===== src/rtl/stream_mux_pkg.sv =====
// ~~~~~~~~~~~~~~~~~~~~
// Shared types and sizes for the four-lane packet stream merger.
// Referenced by scoped name from the arbiter, the beat buffer and the top level.
// ~~~~~~~~~~~~~~~~~~~~

package stream_mux_pkg;

   localparam int DATA_WIDTH = 64;  // one beat payload word
   localparam int NUM_LANES  = 4;   // input streams merged
   localparam int FIFO_DEPTH = 16;  // output buffer entries

   // one beat on any stream link
   typedef struct packed {
      logic [DATA_WIDTH-1:0] data;
      logic                  last;  // closes the packet
   } beat_t;

   // compile-time arbitration policy
   typedef enum logic {
      ARB_ROUND_ROBIN = 1'b0,  // ascending scan with a bubble on wrap
      ARB_PRIORITY    = 1'b1   // lane 0 highest with a bubble after each packet
   } arb_mode_e;

   // Grant state of the arbiter. Each lane state is one-hot on its own bit,
   // so the state value doubles as the per-lane grant mask.
   typedef enum logic [NUM_LANES-1:0] {
      ST_IDLE  = 4'b0000,
      ST_LANE0 = 4'b0001,
      ST_LANE1 = 4'b0010,
      ST_LANE2 = 4'b0100,
      ST_LANE3 = 4'b1000
   } arb_state_e;

endpackage


===== src/rtl/packet_arbiter.sv =====
// ~~~~~~~~~~~~~~~~~~~~
// Per-packet arbiter for four input streams. Grants one lane at a time and
// steers its beats to a single output until the lane's last beat transfers.
// MODE picks round-robin or fixed priority with lane 0 highest.
// ~~~~~~~~~~~~~~~~~~~~
`timescale 1ns/100ps

module packet_arbiter #(
   parameter stream_mux_pkg::arb_mode_e MODE = stream_mux_pkg::ARB_ROUND_ROBIN
) (
   input  logic                                               clk,
   input  logic                                               i_reset,
   input  logic                                               i_clear,
   input  stream_mux_pkg::beat_t [stream_mux_pkg::NUM_LANES-1:0] i_lane_beat,
   input  logic [stream_mux_pkg::NUM_LANES-1:0]               i_lane_valid,
   output logic [stream_mux_pkg::NUM_LANES-1:0]               o_lane_ready,
   output stream_mux_pkg::beat_t                              o_beat,
   output logic                                               o_valid,
   input  logic                                               i_ready
);

   stream_mux_pkg::arb_state_e                state;
   stream_mux_pkg::arb_state_e                next_state;
   stream_mux_pkg::arb_state_e                pick_state;   // lane the scan lands on
   logic [stream_mux_pkg::NUM_LANES-1:0]      grant;        // state as a plain mask
   logic [stream_mux_pkg::NUM_LANES-1:0]      above_mask;   // lanes above the granted one
   logic [stream_mux_pkg::NUM_LANES-1:0]      candidates;
   logic [stream_mux_pkg::NUM_LANES-1:0]      lowest;
   logic                                      last_xfer;

   assign grant = state;

   // Lanes strictly above the granted one. Shifting the one-hot grant left
   // and subtracting one gives the mask of the granted lane and everything
   // below it; lane 3 shifts out, so nothing lies above it.
   assign above_mask = ~((grant << 1) - 1'b1);

   // from idle every lane competes, otherwise only the higher ones
   assign candidates = (state == stream_mux_pkg::ST_IDLE) ? i_lane_valid
                                                          : (i_lane_valid & above_mask);

   // lowest set bit or zero when no lane is waiting
   assign lowest     = candidates & (~candidates + 1'b1);
   assign pick_state = stream_mux_pkg::arb_state_e'(lowest);

   assign last_xfer = o_valid & i_ready & o_beat.last;  // packet ends on this edge

   always_comb
   begin
      next_state = state;
      if (state == stream_mux_pkg::ST_IDLE)
      begin
         next_state = pick_state;  // ST_IDLE again if nothing is valid
      end
      else if (last_xfer)
      begin
         if (MODE == stream_mux_pkg::ARB_PRIORITY)
         begin
            next_state = stream_mux_pkg::ST_IDLE;  // rearbitrate from lane 0
         end
         else
         begin
            next_state = pick_state;  // direct handoff or wrap through idle
         end
      end
   end

   always_ff @(posedge clk)
   begin
      if (i_reset || i_clear)
      begin
         state <= stream_mux_pkg::ST_IDLE;
      end
      else
      begin
         state <= next_state;
      end
   end

   // granted lane sees the downstream ready and all others are held off
   assign o_lane_ready = grant & {stream_mux_pkg::NUM_LANES{i_ready}};

   assign o_valid = |(grant & i_lane_valid);

   always_comb
   begin
      o_beat = '0;
      for (int i = 0; i < stream_mux_pkg::NUM_LANES; i++)
      begin
         if (grant[i])
         begin
            o_beat = i_lane_beat[i];  // at most one grant bit is set
         end
      end
   end

endmodule


===== src/rtl/beat_fifo.sv =====
// ~~~~~~~~~~~~~~~~~~~~
// Short synchronous FIFO for beats with valid/ready on both sides.
// A write shows at the output in the next cycle, and a full buffer still
// takes a new beat when its head is read in the same cycle.
// ~~~~~~~~~~~~~~~~~~~~
`timescale 1ns/100ps

module beat_fifo #(
   parameter int DEPTH = stream_mux_pkg::FIFO_DEPTH  // power of two
) (
   input  logic                  clk,
   input  logic                  i_reset,
   input  logic                  i_clear,
   input  stream_mux_pkg::beat_t i_beat,
   input  logic                  i_valid,
   output logic                  o_ready,
   output stream_mux_pkg::beat_t o_beat,
   output logic                  o_valid,
   input  logic                  i_ready
);

   localparam int ADDR_WIDTH = $clog2(DEPTH);

   stream_mux_pkg::beat_t   mem [DEPTH];
   logic [ADDR_WIDTH-1:0]   wr_ptr;
   logic [ADDR_WIDTH-1:0]   rd_ptr;
   logic [ADDR_WIDTH:0]     count;  // entries held from 0 to DEPTH
   logic                    full;
   logic                    empty;
   logic                    wr_en;
   logic                    rd_en;

   assign full  = (count == (ADDR_WIDTH + 1)'(DEPTH));
   assign empty = (count == '0);

   // when full, room appears only if the head leaves this cycle
   assign o_ready = ~full | i_ready;
   assign o_valid = ~empty;
   assign o_beat  = mem[rd_ptr];  // head of queue

   assign wr_en = i_valid & o_ready;
   assign rd_en = o_valid & i_ready;

   // beat storage
   always_ff @(posedge clk)
   begin
      if (wr_en)
      begin
         mem[wr_ptr] <= i_beat;
      end
   end

   always_ff @(posedge clk)
   begin
      if (i_reset || i_clear)
      begin
         wr_ptr <= '0;
         rd_ptr <= '0;
      end
      else
      begin
         if (wr_en)
         begin
            wr_ptr <= wr_ptr + 1'b1;  // wraps at DEPTH
         end
         if (rd_en)
         begin
            rd_ptr <= rd_ptr + 1'b1;
         end
      end
   end

   // Occupancy follows the net of this cycle's write and read. A write and
   // a read together leave it unchanged, full or not.
   always_ff @(posedge clk)
   begin
      if (i_reset || i_clear)
      begin
         count <= '0;
      end
      else
      begin
         case ({wr_en, rd_en})
            2'b10:   count <= count + 1'b1;
            2'b01:   count <= count - 1'b1;
            default: count <= count;
         endcase
      end
   end

endmodule


===== src/rtl/stream_mux_top.sv =====
// ~~~~~~~~~~~~~~~~~~~~
// Four-lane packet stream merger. The arbiter picks whole packets and the
// beat FIFO decouples the merged stream from the downstream receiver.
// ~~~~~~~~~~~~~~~~~~~~
`timescale 1ns/100ps

module stream_mux_top #(
   parameter stream_mux_pkg::arb_mode_e MODE = stream_mux_pkg::ARB_ROUND_ROBIN
) (
   input  logic                                               clk,
   input  logic                                               i_reset,
   input  logic                                               i_clear,
   input  stream_mux_pkg::beat_t [stream_mux_pkg::NUM_LANES-1:0] i_lane_beat,
   input  logic [stream_mux_pkg::NUM_LANES-1:0]               i_lane_valid,
   output logic [stream_mux_pkg::NUM_LANES-1:0]               o_lane_ready,
   output stream_mux_pkg::beat_t                              o_beat,
   output logic                                               o_valid,
   input  logic                                               i_ready
);

   stream_mux_pkg::beat_t arb_beat;   // merged stream into the buffer
   logic                  arb_valid;
   logic                  arb_ready;  // buffer has room

   packet_arbiter #(
      .MODE (MODE)
   ) u_packet_arbiter (
      .clk          (clk),
      .i_reset      (i_reset),
      .i_clear      (i_clear),
      .i_lane_beat  (i_lane_beat),
      .i_lane_valid (i_lane_valid),
      .o_lane_ready (o_lane_ready),
      .o_beat       (arb_beat),
      .o_valid      (arb_valid),
      .i_ready      (arb_ready)
   );

   beat_fifo #(
      .DEPTH (stream_mux_pkg::FIFO_DEPTH)
   ) u_beat_fifo (
      .clk     (clk),
      .i_reset (i_reset),
      .i_clear (i_clear),
      .i_beat  (arb_beat),
      .i_valid (arb_valid),
      .o_ready (arb_ready),
      .o_beat  (o_beat),
      .o_valid (o_valid),
      .i_ready (i_ready)
   );

endmodule


===== config.mk =====
export PLATFORM = sky130hd
export DESIGN_NAME = stream_mux_top
export DESIGN_NICKNAME = d
export VERILOG_FILES = /design/src/rtl/stream_mux_pkg.sv /design/src/rtl/packet_arbiter.sv /design/src/rtl/beat_fifo.sv /design/src/rtl/stream_mux_top.sv
export SDC_FILE = /design/constraint.sdc
export NUM_CORES = 1
export LEC_CHECK = 0
export ABC_AREA = 0
export BUFFER_PORTS_ARGS = -buffer_cell sky130_fd_sc_hd__buf_2
export CORE_AREA = 4 4 250 497
export CTS_BUF_LIST = sky130_fd_sc_hd__clkbuf_4
export CTS_CLUSTER_DIAMETER = 150
export DETAILED_ROUTE_END_ITERATION = 8
export DIE_AREA = 0 0 254 501
export PLACE_DENSITY_LB_ADDON = 0.25
export RECOVER_POWER = 50
export SLEW_MARGIN = 30
export SYNTH_ARGS = -nofsm -noshare
export SYNTH_HDL_FRONTEND = slang
export SYNTH_HIERARCHICAL = 1
export SYNTH_SLANG_ARGS = --single-unit

===== constraint.sdc =====
create_clock -name clk -period 9.5 [get_ports clk]
set_input_delay 1.9 -clock clk [delete_from_list [all_inputs] [get_ports clk]]
set_output_delay 1.9 -clock clk [all_outputs]
set_load 0.1 [all_outputs]

== Yosys cells after proc, flatten, opt, wreduce, memory -nomap -nowiden ==
Memory sizes are Yosys's and may differ from the RTL's. A register that Yosys moved wholly into a read port is not among the register bits.
Index checks and enable logic that the tools add are counted.
Storage, ports and cells
  memory bits (writable): 1040
  logic and storage cells: 44
  input port bits: 268
  output and inout port bits: 70
  memories: 1
  register bits after elaboration: 17
  latch bits: 0
  ROM bits: 0
Memory list
  u_beat_fifo.mem: words 16, width 65, rd ports 1, clocked after Yosys merged registers in 1, write ports 1, line beat_fifo.sv:24  | stream_mux_pkg::beat_t mem [DEPTH];
Cells by class
  shift operators: 0
  $mul: 0
  bitwise logic cells: 12
  div/mod/pow operators: 0
  equal/unequal tests: 3
  order comparisons: 0
  reductions and logical operators: 6
  mux-type cells: 12
  add/subtract/negate cells: 6
Operator list (number)
  two-way mux 65 bit: 4
  two-way mux 4 bit: 5
  bitwise AND 4 bit: 4
  adder 4 x 1 -> 4 bit, second input constant: 3
  one-hot mux 5 bit (2 select lines): 1
  NOT 4 bit: 2
  adder 5 x 1 -> 5 bit, second input constant: 1
  equality test 5 bit, second input constant: 1
  logical NOT 5 bit: 1
  subtractor 5 x 1 -> 5 bit, second input constant: 1
  logical NOT 4 bit: 1
  nonzero test 2 bit: 2
  OR reduction 4 bit: 1
  subtractor 4 x 1 -> 4 bit, second input constant: 1
  bitwise AND 1 bit: 3
  equality test 2 x 1 -> 1 bit, second input constant: 1
  equality test 2 bit, second input constant: 1
  two-way mux 1 bit: 2
  NOT 1 bit: 2
  logical OR 1 bit: 1
  OR 1 bit: 1

== Depth between registers and ports, before layout ==
Gate-level depths: netlist of the first run.
  depth after elaboration: 9
  gate-level depth with buffers: 11
  mapped depth without buffers: 10

== Modules after synthesis ==
Netlist of the first run, hierarchy kept.
By module, submodules not included
  beat_fifo: instances 1, area each 39750.6 µm², cells each 1703, seq. area each 31570.3 µm²
  packet_arbiter: instances 1, area each 2255.9 µm², cells each 349, seq. area each 80.1 µm²

== Least setup slack after synthesis of the first run ==
Ideal clock, no wire load.
  kind: input to output
  from: input port i_ready
  to: output port o_lane_ready[0] (netlist bit)
  stages on the path: 3
  arrival: 2.969 ns
  path slack: 4.631 ns
  data required time: 7.600 ns
  buffers on the path: 0
  cell sequence: nand2b_1 or2_4 and2_1
Between the ends
  word-level cells in the longest chain between the ends: 2
RTL lines
  from (decl): line stream_mux_top.sv:18  | input logic i_ready
  OR 1 bit: line beat_fifo.sv:37  | assign o_ready = ~full | i_ready;
  net arb_ready: line stream_mux_top.sv:23  | logic arb_ready;
  bitwise AND 4 bit: line packet_arbiter.sv:81  | assign o_lane_ready = grant & {stream_mux_pkg::NUM_LANES{i_ready}};
  to (decl): line stream_mux_top.sv:15  | output logic [stream_mux_pkg::NUM_LANES-1:0] o_lane_ready,
The timed path passes the listed nets, and every way through them passes these cells.

==> results of run 1 <==
==> state kept, by name, summed over array words and instances (netlist names), named ones only <==
| register | flops |
|---|---|
| u_beat_fifo/count | 5 |
| u_packet_arbiter/grant | 4 |
| u_beat_fifo/wr_ptr | 4 |
| u_beat_fifo/mem | 1040 |
| u_beat_fifo/rd_ptr | 4 |
==> synth_stat cells (2+ instances only) <==
cell type | number | area, um2
o21ai_0 | 3 | 15.01
or2_2 | 2 | 12.51
a31oi_1 | 2 | 12.51
nor2b_1 | 67 | 419.2
clkbuf_1 | 79 | 296.5
a22oi_1 | 132 | 991.0
o211ai_1 | 7 | 52.55
inv_1 | 7 | 26.28
nand3b_1 | 2 | 15.01
o31ai_1 | 65 | 488.0
ha_1 | 10 | 125.1
mux4_2 | 260 | 5856
dfxtp_1 | 21 | 420.4
nor3b_1 | 7 | 52.55
a21oi_1 | 4 | 20.02
mux2i_1 | 4 | 40.04
a21boi_0 | 2 | 15.01
xor2_1 | 5 | 43.79
nand2b_1 | 2 | 12.51
nand4_1 | 3 | 18.77
nand3_1 | 5 | 25.02
buf_6 | 2 | 22.52
or4_1 | 3 | 22.52
nor2_1 | 13 | 48.80
xnor2_1 | 2 | 17.52
a221oi_1 | 65 | 569.3
and2_1 | 21 | 131.4
buf_2 | 40 | 200.2
or3_1 | 2 | 12.51
nand2_1 | 139 | 521.8
edfxtp_1 | 1040 | 31230
buf_1 | 13 | 48.80
nor3_1 | 2 | 10.01
==> where the power goes <==
group          switching [W]  leakage (nW)  internal, W
logic               0.000307          4.33     0.000119
clock network        0.00169          1.71      0.00170
registers         0.00000712          9.64      0.00519
==> worst max path at each step <==
stage	start	to	slack, ns	depth (start not counted)
after global placement	register	o_beat[12]	4.14	6
after CTS	register	o_beat[12]	3.08	6
after floorplan	i_ready	o_lane_ready[0]	4.63	3
after detailed placement	register	o_beat[12]	4.37	6
final	u_packet_arbiter/grant[1]$_SDFFE_PP0P_	u_beat_fifo/mem[10][45]$_DFFE_PP_	2.15	6
after global routing	u_packet_arbiter/grant[3]$_SDFFE_PP0P_	u_beat_fifo/mem[2][5]$_DFFE_PP_	1.81	6
==> worst max-delay path: cells and delay by family, from the launching register on <==
family                 cells  cell delay (ns)
buffers and inverters      3             3.85
and+or+nand+nor            1             1.93
AOI/OAI and AO/OA          2             0.81
DFF                        1             0.34
==> metal layers <==
layer | vias to the layer above | wire [um] | global-route usage (%)
met1 | 12130 | 45200 | 22.14
met5 | - | 0 | 0
met4 | 0 | 2355 | 5.227
li1 | 9879 | - | -
met2 | 924 | 59610 | 31.93
met3 | 173 | 7079 | 3.287
==> layout make-up <==
cell class              count  area [um2]  share of cell area, %
diodes                      5       12.51                0.02576
clock buffers             340        2552                  5.254
clock inverters            52       301.5                 0.6207
inverters                   7       26.28                0.05409
multi-input cells         849        9772                  20.12
flip-flops and latches   1061       31660                  65.18
well taps                1547        1936                  3.985
repair buffers            433        2316                  4.768
==> metrics by stage <==
step | power (W) | utilization [%] | setup slack, ns
4_1_cts | 0.009172 | 40.61 | 3.075
6_report | 0.009016 | 40.39 | 2.152
3_5_place_dp | 0.005749 | 38.24 | 4.368
5_1_grt | 0.009415 | 40.39 | 1.810
3_3_place_gp | 0.005730 | 38.16 | 4.136
2_1_floorplan | 0.005553 | - | 4.631
==> kinds of logic (layout without fill, tap and decap cells) <==
group           count (synthesis)  count (layout)  share of synthesized area [%]
flops                        1061            1061                          75.35
mux                           264             264                          14.04
xor+xnor                        7               7                         0.1460
fa+ha+maj                      10              10                         0.2979
other cells                     0               5                              0
compound gates                291             291                          5.400
buf+inv                       142             832                          1.433
simple gates                  277             277                          3.342
==> flow_summary.yaml, run 1 <==
outcome:
  run_status: "finished, violations left"
  failing_checks: "max-capacitance violations, max-slew violations"
setup_path:
  cpMaxStageDelayCell: "clkbuf_1"
  critPathCaptureType: "register"
  critPathArrivalTime_ns: 8.12
  slowest_delay_ns: 2.50
  crit_required_ns: 10.27
  r2r_start: "u_packet_arbiter/grant[1]$_SDFFE_PP0P_"
  crit_type: "reg2reg"
  timing.reg2reg.setup_slack_ns: 2.15
  worst-r2r-cell-count: 6
  crit_path_frequent_cell: "clkbuf_1"
  highest_net_fanout_along_the_worst_path: 70
  cp-start-kind: "register"
  crit-reg2reg-capture: "u_beat_fifo/mem[10][45]$_DFFE_PP_"
  timing.critical_path.cells: "clkbuf_1 > nor2_1 > clkbuf_1 > a221oi_1 > o31ai_1 > clkbuf_1"
floorplanning:
  row_count: 180
  coreArea_mm2: 0.1203
  fp.dieH_um: 501
  design.die.area_mm2: 0.1273
  initial_utilization_pct: 34.93
  io-pin-count: 338
  width_of_the_chip_um: 254
final_layout:
  final_cell_mix: "edfxtp_1, clkbuf_4, buf_2"
  layout_fillers: 10990
  post-route-cell-area_mm2: 0.04858
  mostFrequentLayoutCell: "edfxtp_1"
  layout.nets: 2858
  finalNonFillerCells: 4294
  syn_to_final_growth_pct: 15.64
  layout-drive-gt1-share_pct: 36.94
timing:
  slew_viol_final: 742
  timing_worst_slew_pin_value_ns: 3.722
  final.min_clock_period_ns: 7.348
  rsz0062_at_grt: "no"
  final.period_utilization_pct: 77.34
  max_clock_freq_mhz: 136.1
  report.final.hold_viol_count: 0
  timing.clock.skew_ns: 0.08083
  whs_ns: 0.5409
  slew-limit-headroom_pct: -148.3
  finalSetupTns_ns: 0
  report.final.setup_viol: 0
clock_network:
  cts_resized: 0
  ctsHoldBuffers: 0
  clock_tree_from_tritoncts: "done"
  clk_latency_ns: 1.13
  cts_inserted_buffers: 228
  cts_max_path_buffers: 3
  clock-sinks: 1061
  worst_setup_hold_path_clk_slew_ns: 0.07
  root_buffer: "clkbuf_4"
  postCtsSetupBuffers: 0
  h-tree-depth: 4
synth:
  synth.net_count: 2330
  yosys_warnings: 6
  netlist_area_mm2: 0.04201
  seq_area_frac_synth_pct: 75.35
  synth_ff_type: "edfxtp_1"
  synth_area_per_cell_um2: 20.47
  synth-seq-cells: 1061
  postSynthCellCount: 2052
  synth.distinct_cells: 54
  postSynth.asyncResetShare_pct: 0
  synth_edf_count: 1040
global_route:
  grt_first_pass_wirelength_um: 165100
  grt_start_max_net_pins: 105
  final_global_route_overflow_total: 0
  groute.usage.overall_pct: 17.88
  vias_in_the_first_global_route: 25290
  antenna_found_initial: 2
place:
  buffer_ports.inserted: 337
  dp_hpwl_um: 61460
  finalWeightedCongestion: 0.7736
  placed_cells: 3895
  placed_cell_area_mm2: 0.04599
detailed_routing:
  drc: 0
  ant_nets: 0
  firstDrtPassIters: 5
  drt_iter0_markers: 1824
  detail_route.wirelength_um: 114200
  viasPerCell: 5.380
  vias: 23100
  routed_wire_length_per_instance_um: 26.61
hold_path:
  hold_path_startpoint: "u_beat_fifo/wr_ptr[3]$_SDFFE_PP0P_"
  hold_path_sink: "u_beat_fifo/wr_ptr[3]$_SDFFE_PP0P_"
  hold-path-cell-count: 2
  hold_path.class: "reg2reg"
power:
  peakVddDrop_mv: 0.1379
  total_leakage_power_nw: 15.68
  power.density_cell_area_mw_per_mm2: 185.6
run:
  maxCapViolCount: 24
(Power assumes the default switching activity.)
==> inputs of run 2 (changes only) <==
Settings changed: ABC_AREA 0 to 1, CORE_AREA 4 4 250 497 to 4 4 260 516, DIE_AREA 0 0 254 501 to 0 0 264 520.
Clock period 9.5 ns to 6 ns, I/O delays scaled along.
==> flow_summary.yaml, run 2 <==
detailed_routing:
  ant_nets: 0
  routed_wire_length_per_instance_um: 20.34
  viasPerCell: 4.986
  detail_route.wirelength_um: 126400
  drc: 0
  vias: 30990
  firstDrtPassIters: 6
  drt_iter0_markers: 1645
place:
  buffer_ports.inserted: 337
  dp_worst_setup_slack_ns: 2.045
  placed_cell_area_mm2: 0.04903
  finalWeightedCongestion: 0.8208
  placed_cells: 5793
  dp_hpwl_um: 71050
setup_path:
  critPathCaptureType: "register"
  slowest_delay_ns: 1.44
  crit_type: "reg2reg"
  highest_net_fanout_along_the_worst_path: 39
  worst-r2r-cell-count: 5
  cp.buffers_inverters: 1
  cp_num_cells: 5
  crit_family: "compound AO/OA/AOI/OAI gates"
  timing.critical_path.cells: "clkbuf_1 > a21oi_1 > nand2_1 > o21ai_0 > o21ai_0"
  crit_path_frequent_cell: "o21ai_0"
  timing.reg2reg.setup_slack_ns: 0.71
  cp-start-kind: "register"
  crit_required_ns: 6.66
  critPathArrivalTime_ns: 5.95
  cpMaxStageDelayCell: "clkbuf_1"
synth:
  synth.net_count: 4188
  synth_ff_type: "edfxtp_1"
  synth_top_family_by_area: "compound AO/OA/AOI/OAI gates"
  synth_xor_xnor_area_share_pct: 0.09690
  synthMuxAreaShare_pct: 0
  postSynthCellCount: 3910
  synth.top_cells.by_count: "edfxtp_1, nand2_1, inv_1"
  synth_top_cells_by_area: "edfxtp_1, nand2_1, inv_1"
  synth_area_per_cell_um2: 11.56
  simple_gate_share_of_the_synthesized_area_pct: 9.707
  netlist_area_mm2: 0.04519
  yosys_warnings: 6
  synth-seq-cells: 1061
  synth_edf_count: 1040
  synth_fa_ha_area_share_pct: 0.2769
  post-synth-top-area-cell: "edfxtp_1"
  synthMostInstantiatedCell: "edfxtp_1"
  synth.top_cell.area_share_pct: 69.10
  synth_compound_gate_area_share_pct: 12.55
  seq_area_frac_synth_pct: 70.03
  synth.distinct_cells: 31
  postSynth.asyncResetShare_pct: 0
clock_network:
  worst_setup_hold_path_clk_slew_ns: 0.07
  h-tree-depth: 4
  clock-sinks: 1061
  clock_tree_from_tritoncts: "done"
  cts_inserted_buffers: 231
  ctsHoldBuffers: 0
  cts_resized: 0
  root_buffer: "clkbuf_4"
  postCtsSetupBuffers: 0
  cts_max_path_buffers: 3
  clk_latency_ns: 1.11
timing:
  timing.clock.skew_ns: 0.05111
  slew-limit-headroom_pct: -43.78
  timing_worst_slew_pin_value_ns: 2.134
  report.final.setup_viol: 0
  layout_setup_ws_ns: 0.7149
  slew_viol_final: 625
  final.period_utilization_pct: 88.08
  final.min_clock_period_ns: 5.285
  rsz0062_at_grt: "no"
  max_clock_freq_mhz: 189.2
  report.final.hold_viol_count: 0
  finalSetupTns_ns: 0
global_route:
  antenna_found_initial: 2
  grt_first_pass_wirelength_um: 188000
  grt_start_max_net_pins: 131
  final_global_route_overflow_total: 0
  vias_in_the_first_global_route: 30920
  groute.usage.overall_pct: 17.96
power:
  power.clock.fraction_pct: 29.6
  total_leakage_power_nw: 19.02
  power.density_cell_area_mw_per_mm2: 356.6
  switching_share_pct: 32.88
  netSwitchingPower_w: 0.006062
  cellInternalPower_w: 0.01237
  peakVddDrop_mv: 0.2148
  share_comb_of_total_power_pct: 21.7
  seqPwrFrac_pct: 48.7
floorplanning:
  design.die.area_mm2: 0.1373
  coreArea_mm2: 0.1301
  width_of_the_chip_um: 264
  io-pin-count: 338
  initial_utilization_pct: 34.74
  fp.dieH_um: 520
  row_count: 187
run:
  maxCapViolCount: 36
final_layout:
  final_cell_mix: "edfxtp_1, nand2_1, inv_1"
  largest-register: "u_beat_fifo/mem"
  layout-drive-gt1-share_pct: 17.87
  layout_top_registers: "u_beat_fifo/mem (1040), u_beat_fifo/count (5)"
  multi_input_comb_area_mm2: 0.01030
  syn_to_final_growth_pct: 14.40
  number_of_flip_flops_in_the_largest_register: 1040
  finalNonFillerCells: 6216
  final-seq-area_mm2: 0.03167
  layout_fillers: 12680
  mostFrequentLayoutCell: "edfxtp_1"
  post-route-cell-area_mm2: 0.05170
  layout.nets: 4603
hold_path:
  hold-path-cell-count: 4
  hold_path.class: "in2reg"
outcome:
  failing_checks: "max-capacitance violations, max-slew violations"
  run_status: "finished, violations left"
run 2: cell type report:
class	count	area share, %
Timing Repair Buffer	444	4.932
Tap cell	1701	4.117
Multi-Input combinational cell	2032	19.92
Inverter	555	4.058
Clock buffer	351	5.097
Sequential cell	1061	61.26
Antenna cell	4	0.01936
Clock inverter	68	0.6002
run 2: cells by family (layout without fill, tap and decap cells):
group           count (synthesis)  count (layout)
compound gates               1002            1002
other cells                     0               4
buf+inv                       817            1418
flops                        1061            1061
xor+xnor                        5               5
simple gates                 1015            1015
fa+ha+maj                      10              10
run 2: worst paths after layout:
path,to,from
max,u_beat_fifo/mem[5][37]$_DFFE_PP_,u_packet_arbiter/grant[2]$_SDFFE_PP0P_
min,u_packet_arbiter/grant[3]$_SDFFE_PP0P_,i_reset
max reg2reg,u_beat_fifo/mem[5][37]$_DFFE_PP_,u_packet_arbiter/grant[2]$_SDFFE_PP0P_
min reg2reg,u_beat_fifo/count[0]$_SDFFE_PP0P_,u_beat_fifo/count[0]$_SDFFE_PP0P_
run 2: stage by stage:
stage | utilization, % | total power, W | hold slack (ns)
5_1_grt | 39.74 | 0.01941 | 0.3286
3_5_place_dp | 37.69 | 0.01330 | 0.5013
6_report | 39.74 | 0.01844 | 0.4331
4_1_cts | 39.95 | 0.01883 | 0.2438
2_1_floorplan | - | 0.01199 | 0.4468
3_3_place_gp | 37.60 | 0.01325 | 0.4853
run 2: power by group through the flow:
| stage | combinational (W) | sequential, W | clock [W] |
|---|---|---|---|
| finish | 0.00400 | 0.00897 | 0.00547 |
| CTS | 0.00420 | 0.00894 | 0.00569 |
| global placement | 0.00413 | 0.00912 | 0 |
| floorplan | 0.00295 | 0.00904 | 0 |
| global route | 0.00439 | 0.00899 | 0.00603 |
| detailed placement | 0.00419 | 0.00911 | 0 |
run 2: worst register-to-register path, delay by kind of cell, from the launching register on:
| family | cells | cell delay, ns |
|---|---|---|
| buffers and inverters | 1 | 1.45 |
| AND/OR/NAND/NOR | 1 | 0.16 |
| AO/OA/AOI/OAI | 3 | 2.00 |
| flip-flops | 1 | 1.27 |
run 2: layer usage:
layer  wire, um  share of wire (%)  track usage [%]
met1      51240                 41            21.25
met2      65180                 52            32.48
met3       6168                4.9            3.294
met4       3846                3.0            6.580
met5          0                  0                0
==> inputs of run 3 (changes only) <==
Settings changed: CORE_AREA 4 4 260 516 to 8 8 264 520, DIE_AREA 0 0 264 520 to 0 0 272 528.
==> flow_summary.yaml, run 3 (synthesis gave the netlist of run 2 again) <==
setup_path:
  slowest_delay_ns: 0.92
  crit-reg2reg-capture: "u_beat_fifo/mem[7][31]$_DFFE_PP_"
  critPathCapture: "o_beat[1]"
  timing.reg2reg.setup_slack_ns: 1.34
  crit_type: "reg2out"
  timing.critical_path.cells: "buf_4 > o211ai_1 > nand3_1 > nand3_1 > nand2_1 > buf_2"
  crit_required_ns: 4.80
  critPathCaptureType: "output pin"
  cpMaxStageDelayCell: "dfxtp_4"
  highest_net_fanout_along_the_worst_path: 65
  cp-start-kind: "register"
  crit_path_frequent_cell: "nand3_1"
  critPathArrivalTime_ns: 3.86
  r2r_start: "u_packet_arbiter/grant[3]$_SDFFE_PP0P_"
  worst-r2r-cell-count: 2
detailed_routing:
  drt_iter0_markers: 2130
  ant_nets: 0
  viasPerCell: 4.962
  detailroute.wirelength.met3_um: 7969
  drc: 0
  routedLengthMet1_um: 53170
  vias: 30880
  firstDrtPassIters: 5
  highest_layer: "met4"
  detail_route.wirelength_um: 118700
  routed_wire_length_per_instance_um: 19.08
  wl_met2_um: 55010
clock_network:
  clk_latency_ns: 1.13
  postCtsSetupBuffers: 0
  clock-sinks: 1061
  clock_tree_from_tritoncts: "done"
  h-tree-depth: 4
  root_buffer: "clkbuf_4"
  worst_setup_hold_path_clk_slew_ns: 0.06
  cts_max_path_buffers: 3
  cts_resized: 0
  ctsHoldBuffers: 0
  cts_inserted_buffers: 241
timing:
  slew-limit-headroom_pct: -48.48
  timing.clock.skew_ns: 0.03986
  whs_ns: 0.3580
  report.final.setup_viol: 0
  finalSetupTns_ns: 0
  slew_viol_final: 766
  final.period_utilization_pct: 84.39
  rsz0062_at_grt: "no"
  layout_setup_ws_ns: 0.9367
  final.min_clock_period_ns: 5.063
  timing_worst_slew_pin_value_ns: 2.204
  report.final.hold_viol_count: 0
  max_clock_freq_mhz: 197.5
global_route:
  final_global_route_overflow_total: 0
  grt_first_pass_wirelength_um: 179800
  grt_start_max_net_pins: 131
  antenna_found_initial: 4
  groute.usage.overall_pct: 16.14
  vias_in_the_first_global_route: 30390
final_layout:
  multi_input_comb_area_mm2: 0.01030
  layout.nets: 4591
  number_of_flip_flops_in_the_largest_register: 1040
  final_util_pct: 39.66
  layout_fillers: 12670
  largest-register: "u_beat_fifo/mem"
  syn_to_final_growth_pct: 14.57
  finalNonFillerCells: 6223
  final_cell_mix: "edfxtp_1, nand2_1, inv_1"
  layout-drive-gt1-share_pct: 17.90
  layout_top_registers: "u_beat_fifo/mem (1040), u_beat_fifo/count (5)"
  final-seq-area_mm2: 0.03167
  mostFrequentLayoutCell: "edfxtp_1"
floorplanning:
  io-pin-count: 338
  row_count: 188
  initial_utilization_pct: 34.62
  coreArea_mm2: 0.1306
  fp.dieH_um: 528
  width_of_the_chip_um: 272
  design.die.area_mm2: 0.1436
place:
  buffer_ports.inserted: 337
  finalWeightedCongestion: 0.8207
  placed_cells: 5778
  dp_hpwl_um: 65400
  dp_worst_setup_slack_ns: 1.923
power:
  total_leakage_power_nw: 19.03
  peakVddDrop_mv: 0.2912
  power.density_cell_area_mw_per_mm2: 358.8
hold_path:
  hold_path.class: "in2reg"
  hold-path-cell-count: 4
outcome:
  failing_checks: "max-capacitance violations, max-slew violations"
  run_status: "finished, violations left"
run:
  maxCapViolCount: 45
-- run 3: worst min path at each step --
| stage | from | end |
|---|---|---|
| CTS | i_reset | u_packet_arbiter/grant[3]$_SDFFE_PP0P_ |
| finish | i_clear | u_packet_arbiter/grant[3]$_SDFFE_PP0P_ |
| detailed placement | u_beat_fifo/rd_ptr[2]$_SDFFE_PP0P_ | register |
| floorplan | u_beat_fifo/rd_ptr[2]$_SDFFE_PP0P_ | register |
| global placement | u_beat_fifo/rd_ptr[2]$_SDFFE_PP0P_ | register |
| global route | i_clear | u_packet_arbiter/grant[3]$_SDFFE_PP0P_ |
-- run 3: routing by layer --
| layer | up-vias | GRT usage [%] |
|---|---|---|
| li1 | 14790 | - |
| met1 | 14820 | 21.26 |
| met2 | 1065 | 26.22 |
| met3 | 205 | 4.056 |
| met4 | 0 | 4.753 |
| met5 | - | 0 |
-- run 3: layout make-up --
type	count	area share [%]
repair buffers	422	4.775
flip-flops and latches	1061	61.16
multi-input cells	2032	19.89
clock inverters	68	0.6669
inverters	555	4.045
well taps	1710	4.132
clock buffers	364	5.277
diodes	11	0.05316
-- run 3: power breakdown --
part | total, W | switching [W] | internal (W) | leakage [nW]
clock | 0.00564 | 0.00276 | 0.00288 | 1.84
sequential | 0.00898 | 0.0000892 | 0.00889 | 9.74
combinational | 0.00396 | 0.00317 | 0.000783 | 7.45
total | 0.0186 | 0.00602 | 0.0126 | 19.0
-- run 3: per-stage QoR --
step,power [W],instance area (um2)
2_1_floorplan,0.01199,45230
3_3_place_gp,0.01308,48760
3_5_place_dp,0.01316,48890
4_1_cts,0.01883,51970
5_1_grt,0.01949,51760
6_report,0.01858,51780
-- run 3: worst max-delay path, delay by kind of cell, from the launching register on --
family / cells / cell delay, ns
buffers and inverters: 2 / 1.08
AOI/OAI and AO/OA: 1 / 0.20
DFF: 1 / 0.92
and+or+nand+nor: 3 / 0.44
